$ cat src/verilog/fc_cfg.svh
`ifndef FC_CFG_SVH
`define FC_CFG_SVH

// ====================
// Control loop
// ====================

// Gyro samples consumed per loop run
`define FC_GYRO_DIVIDE 4

// RC scaling, floor(v * MUL / 2^SHIFT) - OFFSET
`define FC_SP_SCALE_MUL 5
`define FC_SP_SCALE_SHIFT 3
`define FC_SP_OFFSET 620

// P gain as numerator and right shift
`define FC_P_GAIN 1
`define FC_P_SHIFT 0

`define FC_THROTTLE_OFFSET 1000
`define FC_MOTOR_MAX 2047

// ====================
// DShot timing, in clock cycles
// ====================
`define FC_DSHOT_BIT_TICKS 8
`define FC_DSHOT_ONE_HIGH 6
`define FC_DSHOT_ZERO_HIGH 3
`define FC_DSHOT_GAP_TICKS 16

`endif

$ cat src/verilog/fc_pkg.sv
`default_nettype none

package fc_pkg;

  // Raw RC channel as delivered by the receiver
  typedef logic [10:0] rc_value_t;

  // Gyro rate straight from the IMU
  typedef logic signed [15:0] gyro_rate_t;

  // Setpoints, errors and loop terms
  typedef logic signed [31:0] axis_value_t;

  // DShot throttle command
  typedef logic [10:0] motor_cmd_t;

  // Command, telemetry bit, checksum
  typedef logic [15:0] dshot_frame_t;

  // Index into the setpoint array
  typedef enum logic [1:0] {
    THROTTLE = 2'd0,
    ROLL     = 2'd1,
    PITCH    = 2'd2,
    YAW      = 2'd3
  } axis_e;

  // Rate loop sequence
  typedef enum logic [2:0] {
    LOOP_WAIT  = 3'd0,
    LOOP_PID   = 3'd1,
    LOOP_MIX   = 3'd2,
    LOOP_CLAMP = 3'd3,
    LOOP_APPLY = 3'd4
  } loop_state_e;

endpackage

`default_nettype wire

$ cat src/verilog/fc_ifs.sv
`timescale 1ns/1ps
`default_nettype none

// Motor command set from the rate loop, valid only during the strobe
interface motor_cmd_if;
  logic                           cmd_valid;
  fc_pkg::motor_cmd_t [3:0]       cmd;

  modport producer (
    output cmd_valid,
    output cmd
  );

  modport buffer (
    input cmd_valid,
    input cmd
  );
endinterface

// Pending DShot frames, taken by the serializer when it goes idle
interface dshot_frame_if;
  logic                           frame_valid;
  fc_pkg::dshot_frame_t [3:0]     frames;
  logic                           frame_take;

  modport buffer (
    output frame_valid,
    output frames,
    input  frame_take
  );

  modport serializer (
    input  frame_valid,
    input  frames,
    output frame_take
  );
endinterface

`default_nettype wire

$ cat src/verilog/fc_rate_loop.sv
`timescale 1ns/1ps
`default_nettype none

`include "fc_cfg.svh"

module fc_rate_loop (
  input  logic               clk,
  input  logic               reset,
  input  logic               arm,
  input  logic               rc_valid,
  input  fc_pkg::rc_value_t  rc_throttle,
  input  fc_pkg::rc_value_t  rc_roll,
  input  fc_pkg::rc_value_t  rc_pitch,
  input  fc_pkg::rc_value_t  rc_yaw,
  input  logic               gyro_valid,
  input  fc_pkg::gyro_rate_t gyro_roll,
  input  fc_pkg::gyro_rate_t gyro_pitch,
  input  fc_pkg::gyro_rate_t gyro_yaw,
  motor_cmd_if.producer      cmd
);

  localparam int CNT_W = $clog2(`FC_GYRO_DIVIDE + 1);

  // Negative mix sign per motor, bit 0 roll, bit 1 pitch, bit 2 yaw
  //  3 ^ 1
  //    X
  //  2   0
  localparam logic [3:0][2:0] MIX_NEG = {3'b101, 3'b011, 3'b000, 3'b110};

  fc_pkg::loop_state_e state;
  logic [CNT_W-1:0]    gyro_cnt;
  logic                trigger;

  fc_pkg::axis_value_t setpoint [4];
  fc_pkg::axis_value_t rate     [3];
  fc_pkg::axis_value_t term     [3];
  fc_pkg::axis_value_t mix_sum  [4];

  function automatic fc_pkg::axis_value_t scale_rc(input fc_pkg::rc_value_t v);
    fc_pkg::axis_value_t wide;
    wide = $signed({21'd0, v});
    return ((wide * `FC_SP_SCALE_MUL) >>> `FC_SP_SCALE_SHIFT) - `FC_SP_OFFSET;
  endfunction

  function automatic fc_pkg::axis_value_t mix_value(input int motor);
    fc_pkg::axis_value_t sum;
    sum = setpoint[fc_pkg::THROTTLE];
    for (int a = 0; a < 3; a++) begin
      if (MIX_NEG[motor][a]) begin
        sum = sum - term[a];
      end else begin
        sum = sum + term[a];
      end
    end
    return sum + `FC_THROTTLE_OFFSET;
  endfunction

  function automatic fc_pkg::motor_cmd_t clamp_cmd(input fc_pkg::axis_value_t v);
    if (!arm || v < 0) begin
      return '0;
    end else if (v > `FC_MOTOR_MAX) begin
      return fc_pkg::motor_cmd_t'(`FC_MOTOR_MAX);
    end
    return v[10:0];
  endfunction

  // ====================
  // RC setpoints
  // ====================

  // Roll and pitch sticks are inverted against the gyro sense
  always_ff @(posedge clk) begin
    if (reset) begin
      setpoint[fc_pkg::THROTTLE] <= -32'sd500;
      setpoint[fc_pkg::ROLL]     <= '0;
      setpoint[fc_pkg::PITCH]    <= '0;
      setpoint[fc_pkg::YAW]      <= '0;
    end else if (rc_valid) begin
      setpoint[fc_pkg::THROTTLE] <= scale_rc(rc_throttle);
      setpoint[fc_pkg::ROLL]     <= -scale_rc(rc_roll);
      setpoint[fc_pkg::PITCH]    <= -scale_rc(rc_pitch);
      setpoint[fc_pkg::YAW]      <= scale_rc(rc_yaw);
    end
  end

  // ====================
  // Gyro decimation
  // ====================
  assign trigger = gyro_valid && (gyro_cnt == CNT_W'(`FC_GYRO_DIVIDE - 1));

  always_ff @(posedge clk) begin
    if (reset) begin
      gyro_cnt <= '0;
    end else if (gyro_valid) begin
      gyro_cnt <= trigger ? '0 : gyro_cnt + 1'b1;
    end
  end

  // Rates only move when a run starts
  always_ff @(posedge clk) begin
    if (trigger && state == fc_pkg::LOOP_WAIT) begin
      rate[0] <= 32'(gyro_roll);
      rate[1] <= 32'(gyro_pitch);
      rate[2] <= 32'(gyro_yaw);
    end
  end

  // ====================
  // Loop sequence
  // ====================
  always_ff @(posedge clk) begin
    if (reset) begin
      state <= fc_pkg::LOOP_WAIT;
    end else begin
      case (state)
        fc_pkg::LOOP_WAIT:  if (trigger) state <= fc_pkg::LOOP_PID;
        fc_pkg::LOOP_PID:   state <= fc_pkg::LOOP_MIX;
        fc_pkg::LOOP_MIX:   state <= fc_pkg::LOOP_CLAMP;
        fc_pkg::LOOP_CLAMP: state <= fc_pkg::LOOP_APPLY;
        default:            state <= fc_pkg::LOOP_WAIT;
      endcase
    end
  end

  // Datapath registers, each stage loads in its own state
  always_ff @(posedge clk) begin
    if (state == fc_pkg::LOOP_PID) begin
      for (int a = 0; a < 3; a++) begin
        term[a] <= ((rate[a] - setpoint[a + 1]) * `FC_P_GAIN) >>> `FC_P_SHIFT;
      end
    end
    if (state == fc_pkg::LOOP_MIX) begin
      for (int m = 0; m < 4; m++) begin
        mix_sum[m] <= mix_value(m);
      end
    end
    if (state == fc_pkg::LOOP_CLAMP) begin
      for (int m = 0; m < 4; m++) begin
        cmd.cmd[m] <= clamp_cmd(mix_sum[m]);
      end
    end
  end

  assign cmd.cmd_valid = (state == fc_pkg::LOOP_APPLY);

endmodule

`default_nettype wire

$ cat src/verilog/fc_command_buffer.sv
`timescale 1ns/1ps
`default_nettype none

module fc_command_buffer (
  input  logic          clk,
  input  logic          reset,
  motor_cmd_if.buffer   cmd,
  dshot_frame_if.buffer frames
);

  // Telemetry request stays off
  function automatic fc_pkg::dshot_frame_t pack_frame(input fc_pkg::motor_cmd_t c);
    logic [11:0] upper;
    logic [3:0]  crc;
    upper = {c, 1'b0};
    crc   = upper[11:8] ^ upper[7:4] ^ upper[3:0];
    return {upper, crc};
  endfunction

  // ====================
  // Pending flag
  // ====================

  // A new set in the same cycle as a take keeps the flag up
  always_ff @(posedge clk) begin
    if (reset) begin
      frames.frame_valid <= 1'b0;
    end else if (cmd.cmd_valid) begin
      frames.frame_valid <= 1'b1;
    end else if (frames.frame_take) begin
      frames.frame_valid <= 1'b0;
    end
  end

  // Latest set wins, an untaken one is overwritten
  always_ff @(posedge clk) begin
    if (cmd.cmd_valid) begin
      for (int m = 0; m < 4; m++) begin
        frames.frames[m] <= pack_frame(cmd.cmd[m]);
      end
    end
  end

endmodule

`default_nettype wire

$ cat src/verilog/dshot_tx.sv
`timescale 1ns/1ps
`default_nettype none

`include "fc_cfg.svh"

module dshot_tx (
  input  logic              clk,
  input  logic              reset,
  dshot_frame_if.serializer frames,
  output logic [3:0]        motor_out
);

  typedef enum logic [1:0] {
    TX_IDLE = 2'd0,
    TX_DATA = 2'd1,
    TX_GAP  = 2'd2
  } tx_state_e;

  tx_state_e                  state;
  logic [7:0]                 tick_cnt;
  logic [3:0]                 bit_cnt;
  fc_pkg::dshot_frame_t [3:0] shift_q;

  assign frames.frame_take = (state == TX_IDLE) && frames.frame_valid;

  // ====================
  // Shared bit timer
  // ====================
  always_ff @(posedge clk) begin
    if (reset) begin
      state    <= TX_IDLE;
      tick_cnt <= '0;
      bit_cnt  <= '0;
    end else begin
      case (state)
        TX_IDLE: begin
          tick_cnt <= '0;
          bit_cnt  <= '0;
          if (frames.frame_valid) state <= TX_DATA;
        end
        TX_DATA: begin
          if (tick_cnt == 8'(`FC_DSHOT_BIT_TICKS - 1)) begin
            tick_cnt <= '0;
            bit_cnt  <= bit_cnt + 1'b1;
            // Last bit done
            if (bit_cnt == 4'd15) state <= TX_GAP;
          end else begin
            tick_cnt <= tick_cnt + 1'b1;
          end
        end
        TX_GAP: begin
          if (tick_cnt == 8'(`FC_DSHOT_GAP_TICKS - 1)) begin
            tick_cnt <= '0;
            state    <= TX_IDLE;
          end else begin
            tick_cnt <= tick_cnt + 1'b1;
          end
        end
        default: state <= TX_IDLE;
      endcase
    end
  end

  // MSB first on every lane
  always_ff @(posedge clk) begin
    if (frames.frame_take) begin
      shift_q <= frames.frames;
    end else if (state == TX_DATA && tick_cnt == 8'(`FC_DSHOT_BIT_TICKS - 1)) begin
      for (int l = 0; l < 4; l++) begin
        shift_q[l] <= {shift_q[l][14:0], 1'b0};
      end
    end
  end

  // Each bit opens high, the bit value sets the duty
  always_comb begin
    for (int l = 0; l < 4; l++) begin
      motor_out[l] = (state == TX_DATA) &&
                     (tick_cnt < (shift_q[l][15] ? 8'(`FC_DSHOT_ONE_HIGH)
                                                 : 8'(`FC_DSHOT_ZERO_HIGH)));
    end
  end

endmodule

`default_nettype wire

$ cat src/verilog/flight_core.sv
`timescale 1ns/1ps
`default_nettype none

module flight_core (
  input  logic               clk,
  input  logic               reset,
  input  logic               arm,
  input  logic               rc_valid,
  input  fc_pkg::rc_value_t  rc_throttle,
  input  fc_pkg::rc_value_t  rc_roll,
  input  fc_pkg::rc_value_t  rc_pitch,
  input  fc_pkg::rc_value_t  rc_yaw,
  input  logic               gyro_valid,
  input  fc_pkg::gyro_rate_t gyro_roll,
  input  fc_pkg::gyro_rate_t gyro_pitch,
  input  fc_pkg::gyro_rate_t gyro_yaw,
  output logic               motor_1,
  output logic               motor_2,
  output logic               motor_3,
  output logic               motor_4
);

  logic [3:0] motor_out;

  motor_cmd_if   cmd_bus ();
  dshot_frame_if frame_bus ();

  // ====================
  // Rate loop, buffer, serializer
  // ====================
  fc_rate_loop i_rate_loop (
    .clk         (clk),
    .reset       (reset),
    .arm         (arm),
    .rc_valid    (rc_valid),
    .rc_throttle (rc_throttle),
    .rc_roll     (rc_roll),
    .rc_pitch    (rc_pitch),
    .rc_yaw      (rc_yaw),
    .gyro_valid  (gyro_valid),
    .gyro_roll   (gyro_roll),
    .gyro_pitch  (gyro_pitch),
    .gyro_yaw    (gyro_yaw),
    .cmd         (cmd_bus.producer)
  );

  fc_command_buffer i_command_buffer (
    .clk    (clk),
    .reset  (reset),
    .cmd    (cmd_bus.buffer),
    .frames (frame_bus.buffer)
  );

  dshot_tx i_dshot_tx (
    .clk       (clk),
    .reset     (reset),
    .frames    (frame_bus.serializer),
    .motor_out (motor_out)
  );

  // Motor pins in lane order
  assign motor_1 = motor_out[0];
  assign motor_2 = motor_out[1];
  assign motor_3 = motor_out[2];
  assign motor_4 = motor_out[3];

endmodule

`default_nettype wire

$ cat config.mk
export PLATFORM = sky130hd
export DESIGN_NAME = flight_core
export DESIGN_NICKNAME = d
export VERILOG_FILES = /design/src/verilog/fc_pkg.sv /design/src/verilog/fc_ifs.sv /design/src/verilog/fc_rate_loop.sv /design/src/verilog/fc_command_buffer.sv /design/src/verilog/dshot_tx.sv /design/src/verilog/flight_core.sv
export VERILOG_INCLUDE_DIRS = /design/src /design/src/verilog
export SDC_FILE = /design/constraint.sdc
export NUM_CORES = 1
export LEC_CHECK = 0
export ABC_CLOCK_PERIOD_IN_PS = 16400
export BUFFER_PORTS_ARGS = -buffer_cell sky130_fd_sc_hd__buf_2
export CAP_MARGIN = 20
export CORE_ASPECT_RATIO = 1.2
export CORE_MARGIN = 2
export CORE_UTILIZATION = 47
export DETAILED_ROUTE_END_ITERATION = 8
export SYNTH_ARGS = -nofsm -noshare
export SYNTH_HDL_FRONTEND = slang
export SYNTH_SLANG_ARGS = --single-unit
$ cat constraint.sdc
create_clock -name clk -period 16.4 [get_ports clk]
set_input_delay 3.28 -clock clk [delete_from_list [all_inputs] [get_ports clk]]
set_output_delay 3.28 -clock clk [all_outputs]
set_load 0.02 [all_outputs]
=== After elaboration in Yosys (flattened, before gate mapping) ===
Memory sizes are Yosys's and may differ from the RTL's.
Cells that the tools add are included.

* Add/sub/neg operators: 26
* Multiply operators: 4
* $lt $le $gt $ge: 12
* Eq/ne operators: 15
* Mux-type cells: 70
* Bitwise gates (word level): 12
* Reduce and logical (&&, ||, !) cells: 21

{| class="wikitable"
|+ Operators with widths
! operator !! number
|-
| $mux W32 || 14
|-
| $sub A32 B32 Y32 || 8
|-
| $add A32 B32 Y32 || 5
|-
| $mux W11 || 12
|-
| $add A32 B11 Y32 const B || 4
|-
| $gt A32 B12 Y1 const B || 4
|-
| $lt A32 B1 Y1 const B || 4
|-
| $mux W64 || 2
|-
| $sub A29 B11 Y30 const B || 4
|-
| $neg A32 Y32 || 2
|-
| $mul A11 B3 Y14 const B || 4
|-
| $lt A8 B8 Y1 || 4
|-
| $xor A4 B4 Y4 || 8
|-
| $mux W1 || 25
|-
| $pmux W8 S3 || 1
|-
| $mux W3 || 6
|-
| $mux W8 || 2
|-
| $pmux W3 S4 || 1
|-
| $eq A3 B2 Y1 const B || 3
|-
| $add A8 B1 Y8 const B || 1
|-
| $eq A8 B3 Y1 const B || 1
|-
| $eq A8 B4 Y1 const B || 1
|-
| $logic_and A1 B1 Y1 || 8
|-
| $mux W2 || 4
|-
| 21 further kinds || 32
|}

* Flip-flop bits (word level): 189
* Memory bits (writable): 448
* Input port bits: 97
* Output and inout port bits: 4
* Logic and storage cells: 186
* Memories: 4

{| class="wikitable"
|+ Memory list
! name !! depth !! width !! read ports !! clocked after memory_dff !! wr ports !! RTL line !! source
|-
| i_rate_loop.mix_sum || 4 || 32 || 4 || 0 || 4 || fc_rate_loop.sv:37 || <nowiki>fc_pkg::axis_value_t mix_sum [4];</nowiki>
|-
| i_rate_loop.setpoint || 4 || 32 || 4 || 0 || 4 || fc_rate_loop.sv:34 || <nowiki>fc_pkg::axis_value_t setpoint [4];</nowiki>
|-
| i_rate_loop.rate || 3 || 32 || 3 || 0 || 3 || fc_rate_loop.sv:35 || <nowiki>fc_pkg::axis_value_t rate [3];</nowiki>
|-
| i_rate_loop.term || 3 || 32 || 3 || 0 || 3 || fc_rate_loop.sv:36 || <nowiki>fc_pkg::axis_value_t term [3];</nowiki>
|}

=== Longest topological paths before layout ===
An unclocked memory read counts as a cell.

* Word-level depth: 8
* Gate-level depth with buffers: 38

=== By module ===
A second synthesis with hierarchy kept.

* Cells, all modules: 4,531
* Area total of the unflattened synthesis: 43,758.2 um2

{| class="wikitable"
|+ By module, submodules not included
! module !! instances !! cells an instance !! area an instance (um2)
|-
| fc_rate_loop || 1 || 4,186 || 38,011.5
|-
| dshot_tx || 1 || 248 || 3,631.0
|-
| fc_command_buffer || 1 || 97 || 2,115.8
|}

=== Worst setup path after synthesis ===
No wires, ideal clock.

* Path type: reg-to-reg
* Start point: register i_rate_loop.state[1]
* End point: memory i_rate_loop.mix_sum[0][0] (netlist bit) (enable)
* Setup time: 0.773 ns
* Arrival: 9.142 ns
* Data required time: 15.627 ns
* Setup slack: 6.485 ns
* Cell stages (with the launch flop): 3
* Clock period less this slack: 9.915 ns
* Path through: dfxtp_1 inv_1 nor3_1

{| class="wikitable"
|+ RTL lines
! what !! RTL line !! source
|-
| start: declaration || fc_rate_loop.sv:30 || <nowiki>fc_pkg::loop_state_e state;</nowiki>
|-
| start signal: assignment || fc_rate_loop.sv:113 || <nowiki>state <= fc_pkg::LOOP_WAIT;</nowiki>
|-
| start signal: assignment || fc_rate_loop.sv:116 || <nowiki>fc_pkg::LOOP_WAIT: if (trigger) state <= fc_pkg::LOOP_PID;</nowiki>
|-
| start signal: assignment || fc_rate_loop.sv:117 || <nowiki>fc_pkg::LOOP_PID: state <= fc_pkg::LOOP_MIX;</nowiki>
|-
| end: declaration || fc_rate_loop.sv:37 ||
|}

==> results.json <==
{
  "status": "finished, violations left",
  "violations": "design-rule violations",
  "end_kind": "flop",
  "drv_slew": 0,
  "rows": 123,
  "via_count": 33364,
  "post-place-ws_ps": 7990,
  "r2r_end": "i_rate_loop.mix_sum[3][31]",
  "io_buffers": 100,
  "gp_congestion": 0.941,
  "finalCriticalPeriod_ps": 8550,
  "clkLatencyLatePin_ps": 640,
  "most-common-layout-cells": "edfxtp_1, ha_1, nor2_1",
  "hp-class": "reg -> reg",
  "h-tree-depth": 3,
  "hold_violations": 0,
  "min_to": "i_rate_loop.gyro_cnt[2]",
  "synth.yosys.warnings": 0,
  "cts_hold_buf": 0,
  "fmax_mhz": 117,
  "ys_ff_latch": 563,
  "cellInternalPower_w": 0.00465,
  "cts_resized": 0,
  "wirelength_mm": 115,
  "power.density_nw_per_um2": 172,
  "dieArea_um2": 97600,
  "avgViaCountPerCell": 5.58,
  "cts-root-buf": "clkbuf_16",
  "setup_ws_ps": 7850,
  "whs_ps": 445,
  "drt_iter0_drc": 2022,
  "ir_worst_vdd_mv": 0.0858,
  "async_flop_share": 0,
  "min_from": "i_rate_loop.gyro_cnt[2]",
  "start_util": 0.475,
  "synth_edf_count": 542,
  "clkPwrFrac": 0.174,
  "p_sw_frac": 0.443,
  "tightestPinTransition_ps": 1180,
  "critical-path-max-stage-delay_ps": 620,
  "final_layout_size_suffix_gt1_frac": 0.0753,
  "critPathTopFamily": "compound AO/OA/AOI/OAI gates",
  "grt_overflow": 0,
  "nets": 5299,
  "clkSlewWorstSetupHoldPaths_ps": 60,
  "syn-instance-count": 4599,
  "power.leakage_nw": 19.6,
  "relSlewSlack": 0.202,
  "cp.depth": 33,
  "syn2layout_area_growth_pct": 8.97,
  "netlist_area_um2": 44700,
  "cp.buffers_inverters": 1,
  "finalSetupViolCount": 0,
  "detail_route.wl_per_cell_um": 19.2,
  "total_power_w": 0.00835,
  "dp_hpwl_mm": 93.3,
  "drt_drc_violations_left": 2,
  "synthDistinctLibCells": 104,
  "switchingPower_w": 0.00370,
  "num_io_pins": 101,
  "cp_slowest_cell": "o41ai_1",
  "grt_pass1_wl_mm": 179,
  "grt_max_degree": 72,
  "dr.pass1.iters": 8,
  "postSynthAreaPerCell_um2": 9.72,
  "antenna_found_initial": 0,
  "syn_nets": 5219,
  "core-area_um2": 94000,
  "antenna_left": 0,
  "fin_skew_ps": 36.9,
  "ff2ff_path_depth": 33,
  "fin_tns_setup_ps": 0,
  "rsz0062_at_grt": "false",
  "worstHoldPathCells": 2,
  "die_h_um": 342,
  "synth-seq-area-share": 0.374,
  "cts_buffer_depth": 3,
  "cts_buffers": 67,
  "die_w_um": 285,
  "cp.arrival_ps": 8910,
  "critical_path_class": "reg -> reg",
  "numClockSinks": 563,
  "layout_commonest_cell": "edfxtp_1",
  "postCtsSetupRepairBufs": 0,
  "critPathRequiredTime_ps": 16750,
  "combPwrFrac": 0.601,
  "rrSetupSlack_ps": 7850,
  "cp_max_fo": 7,
  "r2r_start": "i_rate_loop.term[0][0]",
  "power_frac_seq": 0.225,
  "grtUsageTotal": 0.233,
  "post-route-period-util": 0.521,
  "cap_violations": 0,
  "grt_pass1_vias": 33063,
  "tritoncts": "done",
  "synthFlopType": "edfxtp_1",
  "crit_path_start_kind": "flop"
}
[tightest hold or removal path, stage by stage (launching register included)]
cell	delay, ps
dfxtp_1	300
inv_1	60
a211oi_1	40
[power groups by stage]
stage | registers, W | logic (W) | clock network, W
after global placement | 0.00191 | 0.00494 | 0
after CTS | 0.00188 | 0.00500 | 0.00149
after global routing | 0.00188 | 0.00553 | 0.00154
final | 0.00188 | 0.00502 | 0.00145
after detailed placement | 0.00191 | 0.00498 | 0
after floorplan | 0.00190 | 0.00379 | 0
[cell usage after synthesis (92+ instances only)]
| master | number | share of area |
|---|---|---|
| xor2_1 | 159 | 0.031 |
| inv_1 | 403 | 0.034 |
| ha_1 | 506 | 0.14 |
| nor2_1 | 409 | 0.034 |
| nand2_1 | 201 | 0.017 |
| edfxtp_1 | 542 | 0.36 |
| nor3_1 | 106 | 0.012 |
| xnor2_1 | 380 | 0.074 |
| o21bai_1 | 92 | 0.015 |
| clkbuf_1 | 99 | 0.0083 |
| a21oi_1 | 350 | 0.039 |
| a21o_1 | 114 | 0.019 |
| o21ai_0 | 180 | 0.020 |
[layer usage]
metal / routed length, µm / global-route usage
met1: 47800 / 0.273
met2: 58800 / 0.435
met3: 3810 / 0.0245
met4: 4310 / 0.0866
met5: 0 / 0
[worst max-delay path by stage]
| stage | start | slack, ps | endpoint |
|---|---|---|---|
| after floorplan | i_rate_loop.state[1] | 6490 | i_rate_loop.mix_sum[0][0] |
| after global placement | i_rate_loop.setpoint[0][0] | 8150 | i_rate_loop.mix_sum[2][31] |
| after CTS | i_rate_loop.term[0][0] | 7940 | i_rate_loop.mix_sum[3][31] |
| after detailed placement | i_rate_loop.term[0][0] | 7990 | i_rate_loop.mix_sum[3][31] |
| after global routing | i_rate_loop.setpoint[0][0] | 7090 | i_rate_loop.mix_sum[3][31] |
| final | i_rate_loop.term[0][0] | 7850 | i_rate_loop.mix_sum[3][31] |
[area by class of cell]
class                   count  area [µm²]
well taps                1250        1560
clock inverters            37         400
inverters                 406        1520
flip-flops and latches    563       16700
fillers                  8665       45300
diodes                      1        2.50
clock buffers              83        1750
repair buffers            125         684
multi-input cells        3516       26100
[logic make-up (layout without fill, tap and decap cells)]
kind of cell / count (synthesis) / after routing / share of synthesized area
xor+xnor: 541 / 541 / 0.107
buf+inv: 520 / 651 / 0.0439
mux: 71 / 71 / 0.0176
compound gates: 1160 / 1160 / 0.172
fa+ha+maj: 524 / 524 / 0.150
simple gates: 1220 / 1220 / 0.137
other cells: 0 / 1 / 0
flops: 563 / 563 / 0.374
[per-stage QoR]
step | instance area [µm²] | instances | utilization
after global routing | 48700 | 5980 | 0.518
after global placement | 46500 | 5858 | 0.495
after detailed placement | 46500 | 5860 | 0.495
after floorplan | 44700 | 4599 | -
final | 48700 | 5981 | 0.518
after CTS | 48700 | 5980 | 0.518
[registers in the layout, summed over array words and instances, names as in the netlist, 4 cells and up]
name,cells
i_dshot_tx.tick_cnt,8
i_rate_loop.mix_sum,128
i_command_buffer.frames.frames,60
i_rate_loop.term,96
i_rate_loop.cmd.cmd,44
i_rate_loop.rate,48
i_dshot_tx.bit_cnt,4
i_dshot_tx.shift_q,64
i_rate_loop.setpoint,102
Note: power is estimated with default switching activity, not from simulation.
